## src/hw/pipeline_pkg.sv

```systemverilog
// shared instruction format, opcode and error encodings and vector types; compile before the RTL
package pipeline_pkg;

	//////////////////////////////////////////////////////////////////////
	// vector types
	//////////////////////////////////////////////////////////////////////

	typedef logic [31:0] inst_t;     // one instruction word
	typedef logic [4:0]  reg_idx_t;  // architectural register index
	typedef logic [3:0]  opcode_t;
	typedef logic [1:0]  error_t;    // bundle-level status

	localparam int NUM_REGS  = 32;
	localparam int IMM_WIDTH = 13;

	localparam reg_idx_t ZERO_REG = 5'd0; // hardwired zero

	// instruction fields, lsb of each
	// opcode 31:28, rd 27:23, rs1 22:18, rs2 17:13, imm 12:0
	localparam int OPCODE_LSB = 28;
	localparam int RD_LSB     = 23;
	localparam int RS1_LSB    = 18;
	localparam int RS2_LSB    = 13;
	localparam int IMM_LSB    = 0;

	//////////////////////////////////////////////////////////////////////
	// opcodes
	//////////////////////////////////////////////////////////////////////

	localparam opcode_t OP_NOP  = 4'h0;
	localparam opcode_t OP_ADD  = 4'h1;
	localparam opcode_t OP_SUB  = 4'h2;
	localparam opcode_t OP_AND  = 4'h3;
	localparam opcode_t OP_OR   = 4'h4;
	localparam opcode_t OP_XOR  = 4'h5;
	localparam opcode_t OP_SLT  = 4'h6; // signed compare
	localparam opcode_t OP_ADDI = 4'h7; // rs1 + sign-extended imm
	localparam opcode_t OP_HALT = 4'h8;
	// 4'h9 and up are illegal

	//////////////////////////////////////////////////////////////////////
	// error status, illegal outranks halted
	//////////////////////////////////////////////////////////////////////

	localparam error_t ERR_NONE    = 2'd0;
	localparam error_t ERR_HALTED  = 2'd1;
	localparam error_t ERR_ILLEGAL = 2'd2;

endpackage

```

## src/hw/issue_decode.sv

```systemverilog
// input side of the pipeline: captures a strobed bundle, decodes each way and registers it for execute
module issue_decode #(
	parameter int WAYS = 3,
	parameter int XLEN = 32
) (
	input  logic                  clock,
	input  logic                  reset,
	input  logic                  bundle_valid,               // one-cycle strobe
	input  pipeline_pkg::inst_t   bundle_inst [WAYS],
	// register file read ports
	output pipeline_pkg::reg_idx_t rd_idx_a   [WAYS],
	output pipeline_pkg::reg_idx_t rd_idx_b   [WAYS],
	input  logic [XLEN-1:0]        rd_data_a  [WAYS],
	input  logic [XLEN-1:0]        rd_data_b  [WAYS],
	// decode-to-execute register
	output logic                   dx_valid,
	output pipeline_pkg::opcode_t  dx_opcode  [WAYS],
	output pipeline_pkg::reg_idx_t dx_rd      [WAYS],
	output pipeline_pkg::reg_idx_t dx_rs1     [WAYS],
	output pipeline_pkg::reg_idx_t dx_rs2     [WAYS],
	output logic [XLEN-1:0]        dx_imm     [WAYS],
	output logic [XLEN-1:0]        dx_op_a    [WAYS],
	output logic [XLEN-1:0]        dx_op_b    [WAYS],
	output logic                   dx_wr_en   [WAYS],
	output logic                   dx_illegal [WAYS]
);

	pipeline_pkg::opcode_t  dec_opcode  [WAYS];
	pipeline_pkg::reg_idx_t dec_rd      [WAYS];
	logic [XLEN-1:0]        dec_imm     [WAYS];
	logic                   dec_wr_en   [WAYS];
	logic                   dec_illegal [WAYS];

	//////////////////////////////////////////////////////////////////////
	// field split and opcode classification
	//////////////////////////////////////////////////////////////////////

	always_comb begin
		pipeline_pkg::inst_t inst;
		logic                writes;
		for (int w = 0; w < WAYS; w++) begin
			inst          = bundle_inst[w];
			writes        = 1'b0;
			dec_illegal[w] = 1'b0;
			dec_opcode[w] = inst[pipeline_pkg::OPCODE_LSB +: 4];
			dec_rd[w]     = inst[pipeline_pkg::RD_LSB +: 5];
			rd_idx_a[w]   = inst[pipeline_pkg::RS1_LSB +: 5]; // straight to the register file
			rd_idx_b[w]   = inst[pipeline_pkg::RS2_LSB +: 5];
			dec_imm[w]    = {{(XLEN - pipeline_pkg::IMM_WIDTH){inst[pipeline_pkg::IMM_WIDTH - 1]}},
				inst[pipeline_pkg::IMM_LSB +: pipeline_pkg::IMM_WIDTH]};

			case (dec_opcode[w])
				pipeline_pkg::OP_ADD,
				pipeline_pkg::OP_SUB,
				pipeline_pkg::OP_AND,
				pipeline_pkg::OP_OR,
				pipeline_pkg::OP_XOR,
				pipeline_pkg::OP_SLT,
				pipeline_pkg::OP_ADDI: writes = 1'b1;
				pipeline_pkg::OP_NOP,
				pipeline_pkg::OP_HALT: writes = 1'b0;
				default:               dec_illegal[w] = 1'b1;
			endcase

			// only place the write decision is made
			dec_wr_en[w] = writes && (dec_rd[w] != pipeline_pkg::ZERO_REG);
		end
	end

	//////////////////////////////////////////////////////////////////////
	// decode-to-execute register
	//////////////////////////////////////////////////////////////////////

	always_ff @(posedge clock) begin
		if (!reset) begin
			dx_valid <= 1'b0;
			for (int w = 0; w < WAYS; w++) begin
				dx_wr_en[w]   <= 1'b0;
				dx_illegal[w] <= 1'b0;
			end
		end else begin
			dx_valid <= bundle_valid; // bubble when no strobe
			for (int w = 0; w < WAYS; w++) begin
				dx_wr_en[w]   <= dec_wr_en[w];
				dx_illegal[w] <= dec_illegal[w];
			end
		end
	end

	// payload, no reset
	always_ff @(posedge clock) begin
		for (int w = 0; w < WAYS; w++) begin
			dx_opcode[w] <= dec_opcode[w];
			dx_rd[w]     <= dec_rd[w];
			dx_rs1[w]    <= rd_idx_a[w];
			dx_rs2[w]    <= rd_idx_b[w];
			dx_imm[w]    <= dec_imm[w];
			dx_op_a[w]   <= rd_data_a[w];
			dx_op_b[w]   <= rd_data_b[w];
		end
	end

endmodule

```

## config.mk

```make
export PLATFORM = sky130hd
export DESIGN_NAME = issue_decode
export DESIGN_NICKNAME = d
export VERILOG_FILES = /design/src/hw/pipeline_pkg.sv /design/src/hw/issue_decode.sv
export SDC_FILE = /design/constraint.sdc
export NUM_CORES = 1
export LEC_CHECK = 0
export BUFFER_PORTS_ARGS = -buffer_cell sky130_fd_sc_hd__buf_2
export CAP_MARGIN = 30
export CORE_AREA = 2 2 260 262
export CTS_CLUSTER_DIAMETER = 30
export DETAILED_ROUTE_END_ITERATION = 10
export DIE_AREA = 0 0 262 264
export PLACE_DENSITY_LB_ADDON = 0.1
export SKIP_LAST_GASP = 1
export SLEW_MARGIN = 20
export SYNTH_ARGS = -nofsm -noshare
export SYNTH_HDL_FRONTEND = slang
export SYNTH_SLANG_ARGS = --single-unit
```

## constraint.sdc

```tcl
create_clock -name clock -period 1.45 [get_ports clock]
set_input_delay 0.435 -clock clock [delete_from_list [all_inputs] [get_ports clock]]
set_output_delay 0.435 -clock clock [all_outputs]
set_load 0.01 [all_outputs]
```

======== After elaboration in Yosys (flattened, before gate mapping) ========
Cells that the tools add are included.
word-level totals
  bits in registers ....................... 295
  input bits .............................. 291
  output and inout bits ................... 382
  word-level logic and storage cells ...... 73
cells by class
  equality and inequality tests ........... 24
  multiplexer cells ....................... 6
  reductions and logical operators ........ 15
operator list
  operator              count
  $eq A4 B3 Y1 const B  12
  $reduce_or A9 Y1      3
  $eq A4 B2 Y1 const B  6
  $reduce_or A7 Y1      3
  $reduce_bool A5 Y1    3
  $eq A4 B1 Y1 const B  3
  $eq A4 B4 Y1 const B  3
  $logic_not A4 Y1      3
  $mux W1               6
  $logic_and A1 B1 Y1   3

======== Longest topological paths before layout ========
Gate-level depths: netlist (run 1).
  depth after elaboration ................. 4
  mapped depth ............................ 2
  gate-level depth less buffers ........... 2

======== Least setup slack after synthesis (run 1) ========
No wires, ideal clock.
  path kind ............................... register -> output
  from .................................... register, netlist name dx_imm[12]
  to ...................................... output port dx_imm[13] (netlist name)
  arrival time ............................ 0.856 ns
  required time ........................... 1.015 ns
  setup slack ............................. 0.159 ns
  stages on the path, launching flop included .. 2
  path buffers ............................ 1
  path through ............................ dfxtp_1 -> buf_4
RTL lines
  item       line                text
  to (decl)  issue_decode.sv:21  output logic [XLEN-1:0] dx_imm [WAYS],
No word-level cell between the ends.

======== Worst setup path in the final report (run 1) ========
  from .................................... register, netlist name dx_imm[44]
  to ...................................... output port dx_imm[47] (netlist name)
No word-level cell between the ends.

==> flow_metrics.tcl, run 1 <==
set metrics [dict create \
    clock_path_buffers 3 \
    synth.top_cells.by_area "dfxtp_1, buf_4, a211oi_1" \
    critPathRequiredTime_ps 1020 \
    relSlewSlack 0.7679 \
    report.final.hold_viol_count 0 \
    fin_crit_sh 1.150 \
    gr-total-overflow 0 \
    vias 6628 \
    antenna_found_initial 1 \
    final.setup.worst_slack_ps -217.4 \
    post-route-min-period_ps 1667 \
    maxSlewViolCount 0 \
    status "finished, violations left" \
    cp-end-kind "output port" \
    rsz0062_at_grt "yes" \
    final.fill_count 6963 \
    track_usage 0.08129 \
    crit_path_cell_trace "clkbuf_16 -> buf_6" \
    core_um2 66560 \
    setup.worst_path.end "dx_imm[47]" \
    power_density_nw_per_um2 1621 \
    dr.pass1.iters 4 \
    worstPathArrival_ps 1230 \
    cp-start-kind "flip-flop" \
    place_worst_setup_slack_ps 191.7 \
    die-area_um2 69170 \
    finalSetupViolCount 178 \
    drcViolationCount 0 \
    drive_gt1_frac 0.7096 \
    maxCapViolCount 0 \
    post-dp-hpwl_um 22190 \
    synth.cell_area_um2 6660 \
    syn_avg_cell_area_um2 16.61 \
    grt_pass1_wl_um 41200 \
    power.total_mw 29.13 \
    yosysSeqAreaShare 0.8867 \
    cpMaxStageDelayCell "dfxtp_4" \
    drtIter0Drc 96 \
    vias_per_cell 2.871 \
    peakVddDrop_mv 0.9217 \
    die_width_um 262 \
    clockRootBuffer "clkbuf_16" \
    worst_pin_slew_ps 345.2 \
    routabilityCongestion 0.7346 \
    rows 95 \
    drt_wl_total_um 30210 \
    clock.fmax_mhz 599.8 \
    critical_path_class "reg2out" \
    hold_class "in2reg" \
    hold_slack_ps 66.79 \
    cts.sinks 295 \
    ys_types 8 \
    violations "setup timing" \
    synth.largest_area_cell "dfxtp_1" \
    layout.nets 1662 \
    area_growth_pct 169.8 \
    startpoint "dx_imm[44]$_DFF_P_" \
    diodes 0 \
    crit_path_max_incr_delay_ps 360 \
    syn-num-nets 692 \
    synth_warnings 0 \
    grt_pass1_vias 7287 \
    die_y_um 264 \
    numCtsBuffers 83 \
    power_leakage_nw 8.346 \
    synth_top_area_share 0.8867 \
    grt_max_degree 21 \
    h-tree-depth 3 \
    clkTransAtPathRegs_ps 40 \
    portBuffers 672 \
    ys_seq_elements 295 \
    wire_per_inst_um 13.08 \
    io_pins 673 \
    antenna_left 0 \
    synthCells 401 \
    cts_tree "done" \
    worst-path-max-fanout 5 \
    initial_core_util 0.1001 \
]
==> worst min path at each step <==
stage | start | endpoint | slack, ps | cells after the start
CTS | bundle_valid | dx_valid$_SDFF_PN0_ | 6 | 2
detailed placement | rd_data_a[24] | dx_op_a[24]$_DFF_P_ | 540 | 1
finish | bundle_valid | dx_valid$_SDFF_PN0_ | 70 | 2
floorplan | bundle_inst[0] | dx_imm[0]$_DFF_P_ | 460 | 0
global placement | rd_data_b[33] | dx_op_b[33]$_DFF_P_ | 540 | 1
global route | bundle_valid | dx_valid$_SDFF_PN0_ | 40 | 2
==> cells in the mapped netlist, drive strengths merged <==
| library cell | number |
|---|---|
| buf | 87 |
| nor2 | 6 |
| inv | 3 |
| and2 | 1 |
| dfxtp | 295 |
| o31ai | 3 |
| nor3 | 3 |
| a211oi | 3 |
==> critical path: cells and delay by family, from the launching register on <==
| family | cells | cell delay (ps) |
|---|---|---|
| flops | 1 | 360 |
| buf+inv | 2 | 280 |
==> layout make-up <==
type	count	area, µm²	share of cell area
multi-input cells	16	90.09	0.005013
clock buffers	111	2375	0.1322
well taps	873	1092	0.06079
inverters	3	11.26	0.0006267
repair buffers	972	7806	0.4344
flip-flops and latches	295	6162	0.3429
clock inverters	39	432.9	0.02409
==> state kept, by name (all words and copies together), names as in the netlist <==
signal,cells
dx_wr_en,3
dx_rs2,15
dx_rs1,15
dx_illegal,3
dx_imm,39
dx_op_b,96
dx_opcode,12
dx_valid,1
dx_op_a,96
dx_rd,15
==> cells by family (layout without fill, tap and decap cells) <==
group                  after synthesis  after routing  synth area share
flip-flops                         295            295            0.8867
buffers and inverters               90           1125           0.09976
AND/OR/NAND/NOR                     10             10          0.006763
AO/OA/AOI/OAI                        6              6          0.006763
==> cell usage in the layout, fill, tap and decap left out, types with 5 or more instances in the layout <==
| cell type | Yosys | routed |
|---|---|---|
| dfxtp_4 | 0 | 5 |
| dlygate4sd3_1 | 0 | 288 |
| clkinv_2 | 0 | 24 |
| dfxtp_2 | 0 | 190 |
| nor2_1 | 6 | 6 |
| dfxtp_1 | 295 | 100 |
| clkbuf_8 | 0 | 15 |
| buf_6 | 0 | 229 |
| bufinv_16 | 0 | 6 |
| clkbuf_1 | 0 | 11 |
| buf_2 | 0 | 448 |
| clkbuf_16 | 0 | 86 |
==> power by group <==
group | switching (mW) | internal, mW
Sequential | 0.177 | 8.64
Combinational | 0.862 | 1.56
Clock | 5.42 | 12.5
Total | 6.46 | 22.7
==> per-layer routing <==
| layer | up-vias | track usage | part of all wire |
|---|---|---|---|
| met3 | 80 | 0.03349 | 0.10 |
| met4 | 2 | 0.05115 | 0.036 |
| li1 | 3150 | - | - |
| met5 | - | 0 | 0.00053 |
| met2 | 391 | 0.1559 | 0.56 |
| met1 | 3005 | 0.06732 | 0.30 |
==> repair_timing <==
action | in CTS | in global routing
buffers inserted | 1 | 4
hold buffers | 288 | 0
endpoints found under the hold margin | 290 | 0
pin swaps | 0 | 0
gates cloned | 2 | 3
resized for setup | 305 | 189
endpoints found under the setup margin | 352 | 352
==> metrics by stage <==
step	area (µm²)	utilization	TNS, ps	std cells
floorplan	6660	-	0	401
detailed placement	10480	0.1574	0	1861
global placement	10480	0.1574	0	1861
finish	17970	0.2700	-12670	2309
CTS	17140	0.2575	-32710	2302
global route	17970	0.2700	-32380	2309
(Power assumes the default switching activity.)
==> run 2, diff against run 1 <==
Settings changed: CELL_PAD_IN_SITES_DETAIL_PLACEMENT set to 0, CELL_PAD_IN_SITES_GLOBAL_PLACEMENT set to 2, CORE_AREA 2 2 260 262 to 2 2 263 265, DIE_AREA 0 0 262 264 to 0 0 265 267.
==> run 2 against run 1 <==
The run still ends with setup timing left. Power is 7.9% higher. Routed wire length grew 6.5%. Clock power grew 13%. Sequential cell count unchanged. Hold slack gained 59 ps. Cell count rose by 1.1%. Fmax increased by 1.3%. Final area rose by 1.0%. Non-clock buffer count fell by 8. Clock-buffer cell count increased by 24. Critical path type unchanged.
==> flow_metrics.tcl, run 2 (same netlist as run 1, synthesis figures left out) <==
set metrics [dict create \
    post_dp_cell_area_um2 10490 \
    fin_crit_sh 1.135 \
    fin_area_um2 18150 \
    grt_max_degree 21 \
    clkTransAtPathRegs_ps 40 \
    cp-end-kind "output port" \
    place_worst_setup_slack_ps 219.8 \
    post-route-min-period_ps 1646 \
    clock_path_buffers 3 \
    min_from "reset" \
    final.setup.worst_slack_ps -196.0 \
    wire_per_inst_um 13.78 \
    worst-path-max-fanout 10 \
    vias_per_cell 2.845 \
    drt_wl_total_um 32170 \
    violations "setup timing" \
    hold_class "in2reg" \
    maxCapViolCount 0 \
    clockRootBuffer "clkbuf_16" \
    initial_core_util 0.09796 \
    worst_pin_slew_ps 416.5 \
    maxSlewViolCount 0 \
    post-dp-hpwl_um 24890 \
    clock.fmax_mhz 607.5 \
    routabilityCongestion 0.6937 \
    power_density_nw_per_um2 1731 \
    mostFrequentLayoutCells "buf_2, dlygate4sd3_1, buf_6" \
    numCtsBuffers 95 \
    die_width_um 265 \
    rsz0062_at_grt "yes" \
    relSlewSlack 0.7200 \
    vias 6642 \
    cts.sinks 295 \
    cts_tree "done" \
    dr.pass1.iters 4 \
    io_pins 673 \
    core_um2 67990 \
    finalSetupViolCount 254 \
    area_growth_pct 172.6 \
    drive_gt1_frac 0.7101 \
    track_usage 0.08584 \
    peakVddDrop_mv 0.8438 \
    hold_slack_ps 125.5 \
    cp-start-kind "flip-flop" \
    post-cts-setup-buffer-count 0 \
    final_common_cell "buf_2" \
    drcViolationCount 0 \
    antenna_left 0 \
    h-tree-depth 3 \
    worstPathArrival_ps 1210 \
    min_path_cells 2 \
    die_y_um 267 \
    worstHoldEndpoint "dx_valid$_SDFF_PN0_" \
    gr-total-overflow 0 \
    grt_pass1_wl_um 43840 \
    drtIter0Drc 91 \
    die-area_um2 70760 \
    critical_path_class "reg2out" \
    portBuffers 672 \
    layout.nets 1666 \
    rows 96 \
    report.final.hold_viol_count 0 \
    biggestRegsByFlops "dx_op_a: 96 flops, dx_op_b: 96 flops, dx_imm: 39 flops" \
    antenna_found_initial 2 \
    status "finished, violations left" \
    power_leakage_nw 8.424 \
    grt_pass1_vias 7246 \
    critPathRequiredTime_ps 1020 \
]
-- run 2: cell types whose count changed in the layout (fill, tap and decap cells not counted), sizes merged --
cell	before	now
diode	0	1
buf	683	675
clkinvlp	1	4
clkinv	27	24
bufinv	6	9
dlygate4sd3	288	289
inv	8	5
clkbuf	112	135
-- run 2: critical path: stages, from the launching register on --
cell and delay [ps]:
dfxtp_2 340, buf_6 130, buf_2 140
-- run 2: power breakdown --
part / internal, mW / total (mW) / switching [mW]
clock: 14.5 / 20.2 / 5.70
sequential: 8.65 / 8.83 / 0.178
combinational: 1.49 / 2.35 / 0.854
-- run 2: metal layers --
metal,global-route usage,vias to the layer above,part of all wire
met1,0.06386,2981,0.28
met3,0.04936,83,0.12
met4,0.04856,2,0.031
met5,0,-,0.00034
li1,-,3171,-
met2,0.1676,405,0.57
-- run 2: what timing repair did --
action                     CTS  global route
resized for setup          383           114
pin swaps                    0             0
setup endpoints to repair  352           352
gates cloned                 1             0
hold buffers               289             0
hold endpoints to repair   293             0
-- run 2: worst max path at each step --
stage | from | to | slack (ps) | cells past startpoint
2_1_floorplan | dx_imm[12]$_DFF_P_ | dx_imm[13] | 160 | 1
3_3_place_gp | dx_imm[12]$_DFF_P_ | dx_imm[15] | 260 | 1
3_5_place_dp | bundle_inst[28] | dx_wr_en[0]$_SDFF_PN0_ | 220 | 3
4_1_cts | dx_imm[44]$_DFF_P_ | dx_imm[57] | -280 | 2
5_1_grt | dx_imm[44]$_DFF_P_ | dx_imm[57] | -280 | 2
6_report | dx_imm[44]$_DFF_P_ | dx_imm[57] | -200 | 2
-- run 2: stage by stage --
step	instances	power [mW]	util	TNS, ps
after detailed placement	1870	10.25	0.1543	0
after global placement	1870	10.28	0.1543	0
after floorplan	401	9.345	-	0
after global routing	2335	32.79	0.2670	-32920
after CTS	2334	32.01	0.2614	-34220
final	2335	31.42	0.2670	-11330
-- run 2: layout make-up --
type,instances,area (µm²)
Antenna cell,1,2.502
Fill cell,7214,49830
Inverter,3,11.26
Tap cell,882,1104
Multi-Input combinational cell,16,90.09
Timing Repair Buffer,964,7546
Clock inverter,39,496.7
Sequential cell,295,6165
Clock buffer,135,2739
