### config.mk
export PLATFORM = sky130hd
export DESIGN_NAME = execute_stage
export DESIGN_NICKNAME = d
export VERILOG_FILES = /design/src/hw/pipeline_pkg.sv /design/src/hw/execute_stage.sv
export SDC_FILE = /design/constraint.sdc
export NUM_CORES = 1
export LEC_CHECK = 0
export BUFFER_PORTS_ARGS = -buffer_cell sky130_fd_sc_hd__clkbuf_2
export CAP_MARGIN = 20
export CORE_AREA = 2 2 230 232
export DETAILED_ROUTE_END_ITERATION = 10
export DIE_AREA = 0 0 232 234
export GPL_TIMING_DRIVEN = 1
export PLACE_DENSITY = 0.73
export SETUP_SLACK_MARGIN = 0.3
export SLEW_MARGIN = 20
export SYNTH_ARGS = -nofsm -noshare
export SYNTH_HDL_FRONTEND = slang
export SYNTH_SLANG_ARGS = --single-unit
export TNS_END_PERCENT = 100
### constraint.sdc
create_clock -name clock -period 6.05 [get_ports clock]
set_input_delay 0.3025 -clock clock [delete_from_list [all_inputs] [get_ports clock]]
set_output_delay 0.3025 -clock clock [all_outputs]
set_load 0.02 [all_outputs]
### src/hw/pipeline_pkg.sv
// shared instruction format, opcode and error encodings and vector types; compile before the RTL
package pipeline_pkg;

	//////////////////////////////////////////////////////////////////////
	// vector types
	//////////////////////////////////////////////////////////////////////

	typedef logic [31:0] inst_t;     // one instruction word
	typedef logic [4:0]  reg_idx_t;  // architectural register index
	typedef logic [3:0]  opcode_t;
	typedef logic [1:0]  error_t;    // bundle-level status

	localparam int NUM_REGS  = 32;
	localparam int IMM_WIDTH = 13;

	localparam reg_idx_t ZERO_REG = 5'd0; // hardwired zero

	// instruction fields, lsb of each
	// opcode 31:28, rd 27:23, rs1 22:18, rs2 17:13, imm 12:0
	localparam int OPCODE_LSB = 28;
	localparam int RD_LSB     = 23;
	localparam int RS1_LSB    = 18;
	localparam int RS2_LSB    = 13;
	localparam int IMM_LSB    = 0;

	//////////////////////////////////////////////////////////////////////
	// opcodes
	//////////////////////////////////////////////////////////////////////

	localparam opcode_t OP_NOP  = 4'h0;
	localparam opcode_t OP_ADD  = 4'h1;
	localparam opcode_t OP_SUB  = 4'h2;
	localparam opcode_t OP_AND  = 4'h3;
	localparam opcode_t OP_OR   = 4'h4;
	localparam opcode_t OP_XOR  = 4'h5;
	localparam opcode_t OP_SLT  = 4'h6; // signed compare
	localparam opcode_t OP_ADDI = 4'h7; // rs1 + sign-extended imm
	localparam opcode_t OP_HALT = 4'h8;
	// 4'h9 and up are illegal

	//////////////////////////////////////////////////////////////////////
	// error status, illegal outranks halted
	//////////////////////////////////////////////////////////////////////

	localparam error_t ERR_NONE    = 2'd0;
	localparam error_t ERR_HALTED  = 2'd1;
	localparam error_t ERR_ILLEGAL = 2'd2;

endpackage

### src/hw/execute_stage.sv
// execute stage: one ALU per way with forwarding from the bundle in writeback, then the execute-to-writeback register
module execute_stage #(
	parameter int WAYS = 3,
	parameter int XLEN = 32
) (
	input  logic                   clock,
	input  logic                   reset,
	// decode-to-execute register
	input  logic                   dx_valid,
	input  pipeline_pkg::opcode_t  dx_opcode  [WAYS],
	input  pipeline_pkg::reg_idx_t dx_rd      [WAYS],
	input  pipeline_pkg::reg_idx_t dx_rs1     [WAYS],
	input  pipeline_pkg::reg_idx_t dx_rs2     [WAYS],
	input  logic [XLEN-1:0]        dx_imm     [WAYS],
	input  logic [XLEN-1:0]        dx_op_a    [WAYS],
	input  logic [XLEN-1:0]        dx_op_b    [WAYS],
	input  logic                   dx_wr_en   [WAYS],
	input  logic                   dx_illegal [WAYS],
	// bundle currently committing
	input  logic                   fwd_wr_en  [WAYS],
	input  pipeline_pkg::reg_idx_t fwd_rd     [WAYS],
	input  logic [XLEN-1:0]        fwd_result [WAYS],
	// execute-to-writeback register
	output logic                   xw_valid,
	output logic                   xw_wr_en   [WAYS],
	output pipeline_pkg::reg_idx_t xw_rd      [WAYS],
	output logic [XLEN-1:0]        xw_result  [WAYS],
	output logic                   xw_halt    [WAYS],
	output logic                   xw_illegal [WAYS]
);

	always_ff @(posedge clock) begin
		if (!reset) xw_valid <= 1'b0;
		else        xw_valid <= dx_valid;
	end

	for (genvar g = 0; g < WAYS; g++) begin : g_way
		logic [XLEN-1:0] op_a;
		logic [XLEN-1:0] op_b;
		logic [XLEN-1:0] result;

		//////////////////////////////////////////////////////////////////
		// forwarding, highest matching way wins
		//////////////////////////////////////////////////////////////////

		always_comb begin
			op_a = dx_op_a[g];
			op_b = dx_op_b[g];
			for (int f = 0; f < WAYS; f++) begin
				// fwd_wr_en never set for r0
				if (fwd_wr_en[f] && fwd_rd[f] == dx_rs1[g]) op_a = fwd_result[f];
				if (fwd_wr_en[f] && fwd_rd[f] == dx_rs2[g]) op_b = fwd_result[f];
			end
		end

		// alu
		always_comb begin
			case (dx_opcode[g])
				pipeline_pkg::OP_ADD:  result = op_a + op_b;
				pipeline_pkg::OP_SUB:  result = op_a - op_b;
				pipeline_pkg::OP_AND:  result = op_a & op_b;
				pipeline_pkg::OP_OR:   result = op_a | op_b;
				pipeline_pkg::OP_XOR:  result = op_a ^ op_b;
				pipeline_pkg::OP_SLT:  result = {{(XLEN - 1){1'b0}}, $signed(op_a) < $signed(op_b)};
				pipeline_pkg::OP_ADDI: result = op_a + dx_imm[g];
				default:               result = '0; // nop, halt, illegal
			endcase
		end

		always_ff @(posedge clock) begin
			if (!reset) begin
				xw_wr_en[g]   <= 1'b0;
				xw_halt[g]    <= 1'b0;
				xw_illegal[g] <= 1'b0;
			end else begin
				xw_wr_en[g]   <= dx_wr_en[g];
				xw_halt[g]    <= dx_opcode[g] == pipeline_pkg::OP_HALT;
				xw_illegal[g] <= dx_illegal[g];
			end
		end

		always_ff @(posedge clock) begin
			xw_rd[g]     <= dx_rd[g];
			xw_result[g] <= result;
		end
	end

endmodule

Yosys cells after proc, flatten, opt, wreduce, memory -nomap -nowiden
Cells that the tools add are included.

storage, ports and cells
  flip-flop bits (word level) = 121
  logic and storage cells = 118
  output and inout bits = 121

operators by class
  $lt $le $gt $ge = 3
  reductions and logical operators = 18
  equality and inequality tests = 42
  add/subtract/negate cells = 9
  mux-type cells = 21
  bitwise operators = 9

operator list
  cell                                                              number
  32-bit one-hot mux with 7 select lines                            3
  32-bit two-way mux                                                18
  32-bit adder                                                      6
  32-bit AND                                                        3
  32-bit less-than comparator                                       3
  32-bit bitwise OR                                                 3
  32-bit subtractor                                                 3
  32-bit bitwise XOR                                                3
  5-bit == test                                                     18
  4-bit by 3-bit == test with 1-bit output (second input constant)  12
  4-bit by 2-bit == test with 1-bit output (second input constant)  6
  1-bit logical AND                                                 18
  4-bit by 1-bit == test with 1-bit output (second input constant)  3
  4-bit == test (second input constant)                             3

Longest topological paths before layout
Gate-level depths: netlist (run 1).

  word-level depth = 7
  depth in mapped cells = 23
  mapped depth without buffers = 20

Worst setup path after synthesis (run 1)
Ideal clock, no wire load.

  path kind = input to register
  start = in fwd_rd[11] (netlist name)
  end = reg xw_result[84] (netlist name)
  stages = 22
  arrival = 4.457 ns
  setup time = 0.131 ns
  buffers on the path = 3
  slack = 1.462 ns
  data required time = 5.919 ns
  path through = buf_2 > xor2_1 > nor4_1 > and3_1 > clkbuf_1 > buf_2 > mux2i_1 > a211oi_1 > a21oi_1 > ha_1 > inv_1 > fa_1 > a21o_1 > a21oi_1 > o2111ai_1 > a21oi_1 > nor2_1 > a311o_1 > a31oi_1 > o21ai_0 > o21ai_1 > o311ai_1

between the ends
  longest elaborated chain between the ends = 7

ends and longest elaborated chain
  element                                                    line                                      text
  from (decl)                                                execute_stage.sv:21                       input pipeline_pkg::reg_idx_t fwd_rd [WAYS],
  5-bit == test, on equally long branches                    execute_stage.sv:51, execute_stage.sv:52
  1-bit logical AND, on equally long branches                execute_stage.sv:51, execute_stage.sv:52
  32-bit two-way mux, on equally long branches (3 in a row)  execute_stage.sv:51, execute_stage.sv:52
  32-bit adder, or another cell as far along                 execute_stage.sv:65                       pipeline_pkg::OP_ADDI: result = op_a + dx_imm[g];
  32-bit one-hot mux with 7 select lines (*)                 execute_stage.sv:58                       case (dx_opcode[g])
  via g_way[0].result[20]                                    execute_stage.sv:40                       logic [XLEN-1:0] result;
  to (signal, indexed assignment)                            execute_stage.sv:84                       xw_result[g] <= result;
  to (decl)                                                  execute_stage.sv:27                       output logic [XLEN-1:0] xw_result [WAYS],

The timed path passes the listed nets; every way through them passes the cells marked *.
A chain may end at the register's enable or synchronous reset.

Worst setup path in the final report (run 1)
  start = in fwd_rd[11] (netlist name)
  end = reg xw_result[95] (netlist name)

The elaborated chain is that of the path after synthesis.

==> results.sh, run 1 <==
export IMPL_yosys_register_bits=121
export IMPL_tightest_slew_ns=1.06
export IMPL_critPathSlowestCell="and3_2"
export IMPL_grt_usage_pct=44.0
export IMPL_die_x_um=232
export IMPL_async_flop_share_pct=0
export IMPL_clock_sinks=121
export IMPL_outcome="finished clean"
export IMPL_yosysUniqueCellTypes=86
export IMPL_fin_nets=4806
export IMPL_grt_pass1_wl_um=178000
export IMPL_setup_viol=0
export IMPL_hp_class="in -> reg"
export IMPL_worstSetupPathType="in -> reg"
export IMPL_seq_area_frac_synth_pct=9.66
export IMPL_ys_warn_count=0
export IMPL_powerDensity_nw_per_um2=182
export IMPL_syn2layout_area_growth_pct=17.0
export IMPL_grt_max_degree=63
export IMPL_syn_inst=3480
export IMPL_rows=84
export IMPL_core_um2=52000
export IMPL_die_area_um2=54300
export IMPL_finalCriticalPeriod_ns=5.04
export IMPL_io_pins=589
export IMPL_crit_fanout=14
export IMPL_first_pass_iters=6
export IMPL_hpwl_um=99300
export IMPL_cts_made_buffers=17
export IMPL_max_stage_delay_ns=0.44
export IMPL_fill_cells=5213
export IMPL_p_leak_nw=14.2
export IMPL_overflow=0
export IMPL_drive_gt1_share_pct=18.8
export IMPL_place_congestion=1.07
export IMPL_cts_resized=0
export IMPL_crit_arrival_ns=5.39
export IMPL_drtIter0Drc=3101
export IMPL_relSlewSlack_pct=29.0
export IMPL_slew_viol_final=0
export IMPL_vias=29614
export IMPL_postRouteAntennaNets=0
export IMPL_layout_common_cells="clkbuf_2, nor2_1, a21oi_1"
export IMPL_clk_pin_slew_worst_paths_ns=0.07
export IMPL_cts_buffer_depth=2
export IMPL_cp_common_cell="and3_1"
export IMPL_remaining_drc_errors=0
export IMPL_synth_nets=4335
export IMPL_wl_per_cell_um=26.4
export IMPL_rsz0062_at_grt="false"
export IMPL_finalCritPeriodShare_pct=83.4
export IMPL_antenna_found_initial=11
export IMPL_vias_per_cell=6.35
export IMPL_start_util_pct=48.2
export IMPL_endpoint_kind="flip-flop"
export IMPL_final_common_cell="clkbuf_2"
export IMPL_cts_htree_levels=4
export IMPL_cts_tree="yes"
export IMPL_cp_top_family="compound AO/OA/AOI/OAI gates"
export IMPL_drv_cap=0
export IMPL_path_buf_inv=3
export IMPL_fmax_mhz=198
export IMPL_cts_root_buf="clkbuf_16"
export IMPL_regArea_um2=2420
export IMPL_first_global_vias=27245
export IMPL_critPathLaunchType="primary input"
export IMPL_routed_wl_um=123000
export IMPL_irDropWorstVdd_uv=242
export IMPL_multi_input_area_um2=21000
export IMPL_synth_edf_count=0
export IMPL_syn_area_per_cell_um2=7.21
export IMPL_setup_tns_ns=0
export IMPL_finalHoldViolCount=0
export IMPL_ys_flop_type="dfxtp_1"
export IMPL_crit_path_cell_trace="clkbuf_2, xor2_1, nor4_1, and3_2, buf_4, buf_4, mux2i_1, a211oi_1, a21o_1, ha_1, and3_1, and3_1, and3_1, a31oi_1, a21o_2, o21ai_2, a31o_2, a221oi_2, mux2i_1, o211ai_1"
export IMPL_postLayoutCoreUtil_pct=56.4
export IMPL_port_buffers=588
export IMPL_synth_area_um2=25100
export IMPL_required_ns=6.39
export IMPL_die_h_um=234
[state kept, by name, indices dropped and copies added, names as in the netlist]
register and cells:
xw_result 96, xw_rd 15, xw_halt 3, xw_illegal 3
xw_wr_en 3, xw_valid 1
[layer usage]
metal,up-vias,share of wire (%),track usage (%)
met4,6,6.7,26.7
met1,13818,40,56.0
met3,367,11,11.2
met2,1783,42,66.7
met5,-,0.033,0
li1,13640,-,-
[layout make-up]
cell class                 count  share of cell area [%]
timing repair buffer         659                    12.0
antenna                        8                  0.0683
clock inverter                15                   0.563
multi-input combinational   2918                    71.7
tap                          688                    2.93
sequential                   121                    8.26
clock buffer                  17                    1.45
inverter                     234                    2.99
[cells in the mapped netlist, types with 7 or more instances]
library cell  instances  area (um2)
nand2b_1             35         219
o21ai_1              45         225
ha_1                381        4770
a211oi_1            227        1700
buf_1                14        52.6
and3_1               33         206
dfxtp_1             121        2420
o21a_1               21         158
o21bai_1             19         143
nor4_1               19         119
inv_1               233         875
a221o_1               9        90.1
a211o_1              10        87.6
nand2_1             146         548
a21oi_1             395        1980
o22ai_1              34         213
o31ai_1              11        82.6
o21ai_0              96         480
a31oi_1              24         150
a221oi_1             49         429
xnor2_1              82         718
nor3_1               30         150
nor2_1              450        1690
o211ai_1             38         285
nor2b_1              21         131
o221ai_1             49         429
or2_2                10        62.6
xor2_1              113         990
or3_1                13        81.3
a21o_1              160        1200
a21oi_2               7        61.3
and2_1               17         106
mux2i_1             199        1990
nand4_1              12        75.1
nand3b_1             10        75.1
nand3_1              50         250
clkbuf_1            151         567
buf_2                38         190
[cells by family after synthesis]
family / after synthesis / synth area share [%]
flops: 121 / 9.66
mux: 199 / 7.94
compound gates: 1264 / 33.5
xor+xnor: 195 / 6.81
simple gates: 873 / 15.8
fa+ha+maj: 387 / 19.5
buf+inv: 441 / 6.84
[worst paths after layout]
kind	from	endpoint	slack, ns	cells after the start
worst max-delay path	fwd_rd[11]	xw_result[95]$_DFF_P_	1.01	20
worst min-delay path	dx_illegal[0]	xw_illegal[0]$_SDFF_PN0_	0.04	2
[power breakdown]
group          switching [mW]  leakage (nW)  internal [mW]
logic                    2.05          13.0           1.24
registers              0.0490          1.00          0.909
clock network           0.516         0.287          0.587
total                    2.61          14.2           2.73
[stage by stage]
| step | worst slack (ns) | total power, mW | hold slack (ns) | cell area [um2] | std cells |
|---|---|---|---|---|---|
| after floorplan | 1.46 | 3.10 | 0.330 | 25100 | 3480 |
| after global placement | 0.621 | 4.14 | 0.405 | 28500 | 4599 |
| after detailed placement | 0.631 | 4.14 | 0.406 | 28500 | 4599 |
| after CTS | 1.15 | 5.27 | 0.00764 | 29300 | 4652 |
| after global routing | 0.662 | 5.65 | 0.0278 | 29300 | 4659 |
| final | 1.01 | 5.34 | 0.0383 | 29300 | 4660 |
[repair_timing]
action                    CTS  global route
hold endpoints to repair   21             0
hold buffers               21             0
buffers inserted            0             0
Note: power is estimated with default switching activity, not from simulation.
==> run 2, diff against run 1 <==
==> constraint.sdc (replaced) <==
create_clock -name clock -period 4.7 [get_ports clock]
set_input_delay 0.235 -clock clock [delete_from_list [all_inputs] [get_ports clock]]
set_output_delay 0.235 -clock clock [all_outputs]
set_load 0.02 [all_outputs]
==> results.sh, run 2 (synthesis gave the netlist of run 1 again) <==
export IMPL_die_h_um=234
export IMPL_top_register="xw_result"
export IMPL_final_common_cell="clkbuf_2"
export IMPL_crit_arrival_ns=4.67
export IMPL_grt_usage_pct=44.0
export IMPL_power_switching_mw=3.51
export IMPL_finalHoldViolCount=0
export IMPL_grt_max_degree=64
export IMPL_remaining_drc_errors=0
export IMPL_postRouteAntennaNets=0
export IMPL_hpwl_um=101000
export IMPL_finalCriticalPeriod_ns=4.34
export IMPL_rows=84
export IMPL_fin_ws_ns=0.365
export IMPL_fmax_mhz=231
export IMPL_dp_slack_ns=-0.237
export IMPL_irDropWorstVdd_uv=300
export IMPL_layout_common_cells="clkbuf_2, nor2_1, a21oi_1"
export IMPL_critPathLaunchType="primary input"
export IMPL_reg_largest_list="xw_result (96), xw_rd (15)"
export IMPL_largest_reg_flops=96
export IMPL_antenna_found_initial=23
export IMPL_p_leak_nw=15.9
export IMPL_start_util_pct=48.2
export IMPL_cts_htree_levels=4
export IMPL_core_um2=52000
export IMPL_finalCritPeriodShare_pct=92.2
export IMPL_place_congestion=1.05
export IMPL_relSlewSlack_pct=27.3
export IMPL_clk_pin_slew_worst_paths_ns=0.08
export IMPL_overflow=0
export IMPL_cts_made_buffers=17
export IMPL_drtIter0Drc=3487
export IMPL_routed_wl_um=125000
export IMPL_worstSetupPathType="in -> reg"
export IMPL_internal_power_mw=3.94
export IMPL_rsz0062_at_grt="true"
export IMPL_fin_nets=5129
export IMPL_endpoint_kind="flip-flop"
export IMPL_grt_pass1_wl_um=178000
export IMPL_port_buffers=588
export IMPL_crit_fanout=14
export IMPL_swShare_pct=47.1
export IMPL_wl_per_cell_um=25.0
export IMPL_required_ns=5.04
export IMPL_io_pins=589
export IMPL_first_pass_iters=7
export IMPL_die_x_um=232
export IMPL_pwr_share_comb_pct=64.3
export IMPL_syn2layout_area_growth_pct=28.8
export IMPL_p_clk_share_pct=19.2
export IMPL_setup_tns_ns=0
export IMPL_clock_sinks=121
export IMPL_outcome="finished clean"
export IMPL_vias=30998
export IMPL_powerDensity_nw_per_um2=230
export IMPL_cts_root_buf="clkbuf_16"
export IMPL_hp_class="in -> reg"
export IMPL_die_area_um2=54300
export IMPL_vias_per_cell=6.21
export IMPL_drive_gt1_share_pct=26.0
export IMPL_slew_viol_final=0
export IMPL_seqPwrFrac_pct=16.5
export IMPL_tightest_slew_ns=1.09
export IMPL_cts_tree="yes"
export IMPL_setup_viol=0
export IMPL_first_global_vias=28364
export IMPL_drv_cap=0
export IMPL_cts_buffer_depth=2
## run 2: changes by cell type in the layout (fill, tap and decap cells not counted), sizes merged
cell	before	now
diode	8	17
inv	246	244
clkinvlp	2	1
clkinv	0	3
buf	50	371
dlygate4sd3	21	24
clkbuf	605	604
## run 2: timing repair
action | CTS | global route
hold buffers | 24 | 0
cloned | 0 | 1
resized for setup | 0 | 67
buffers inserted | 2 | 5
setup endpoints to repair | 1 | 52
pin swaps | 1 | 20
endpoints found under the hold margin | 23 | 0
## run 2: through the flow
stage	instances	hold slack (ns)	total power [mW]	utilization, %	area (um2)
after floorplan	3480	0.263	3.99	-	25100
after global placement	4911	0.337	5.75	59.6	31000
after detailed placement	4911	0.339	5.77	59.6	31000
after CTS	4969	0.0151	7.23	61.2	31900
after global routing	4982	0.0262	7.85	62.1	32300
final	4992	0.0288	7.44	62.1	32300
## run 2: metal layers
layer	part of all wire, %	GRT usage, %
met5	0.11	0
met4	8.6	32.9
met3	12	13.9
met2	42	66.9
met1	37	51.9
## run 2: worst paths after layout
kind	from	to	slack, ns	cells after the start
max	fwd_rd[13]	xw_result[95]$_DFF_P_	0.36	20
min	dx_opcode[8]	xw_halt[2]$_SDFF_PN0_	0.03	2
## run 2: area by class of cell
| class | instances | area, um2 |
|---|---|---|
| clock inverters | 15 | 176 |
| well taps | 688 | 861 |
| flip-flops and latches | 121 | 2420 |
| diodes | 17 | 42.5 |
| clock buffers | 17 | 425 |
| multi-input cells | 2918 | 21300 |
| repair buffers | 982 | 6160 |
| fillers | 4892 | 19700 |
| inverters | 234 | 878 |
## run 2: power by group through the flow
stage	Combinational (mW)	Sequential, mW	Clock, mW
2_1_floorplan	2.58	1.41	0
3_3_place_gp	4.50	1.25	0
3_5_place_dp	4.52	1.25	0
4_1_cts	4.57	1.23	1.43
5_1_grt	5.14	1.24	1.48
6_report	4.78	1.23	1.43
## run 2: critical path, stage by stage
cell	delay (ns)
clkbuf_2	0.17
buf_4	0.18
xor2_1	0.15
nor4_1	0.30
and3_2	0.32
buf_12	0.19
mux2i_1	0.09
a211oi_1	0.27
a21o_1	0.30
ha_1	0.34
a21o_1	0.19
a21oi_2	0.14
o21ai_1	0.11
a2111oi_1	0.46
a21o_2	0.23
o21ai_2	0.08
a31o_2	0.28
a221oi_2	0.27
mux2i_1	0.22
o211ai_1	0.13
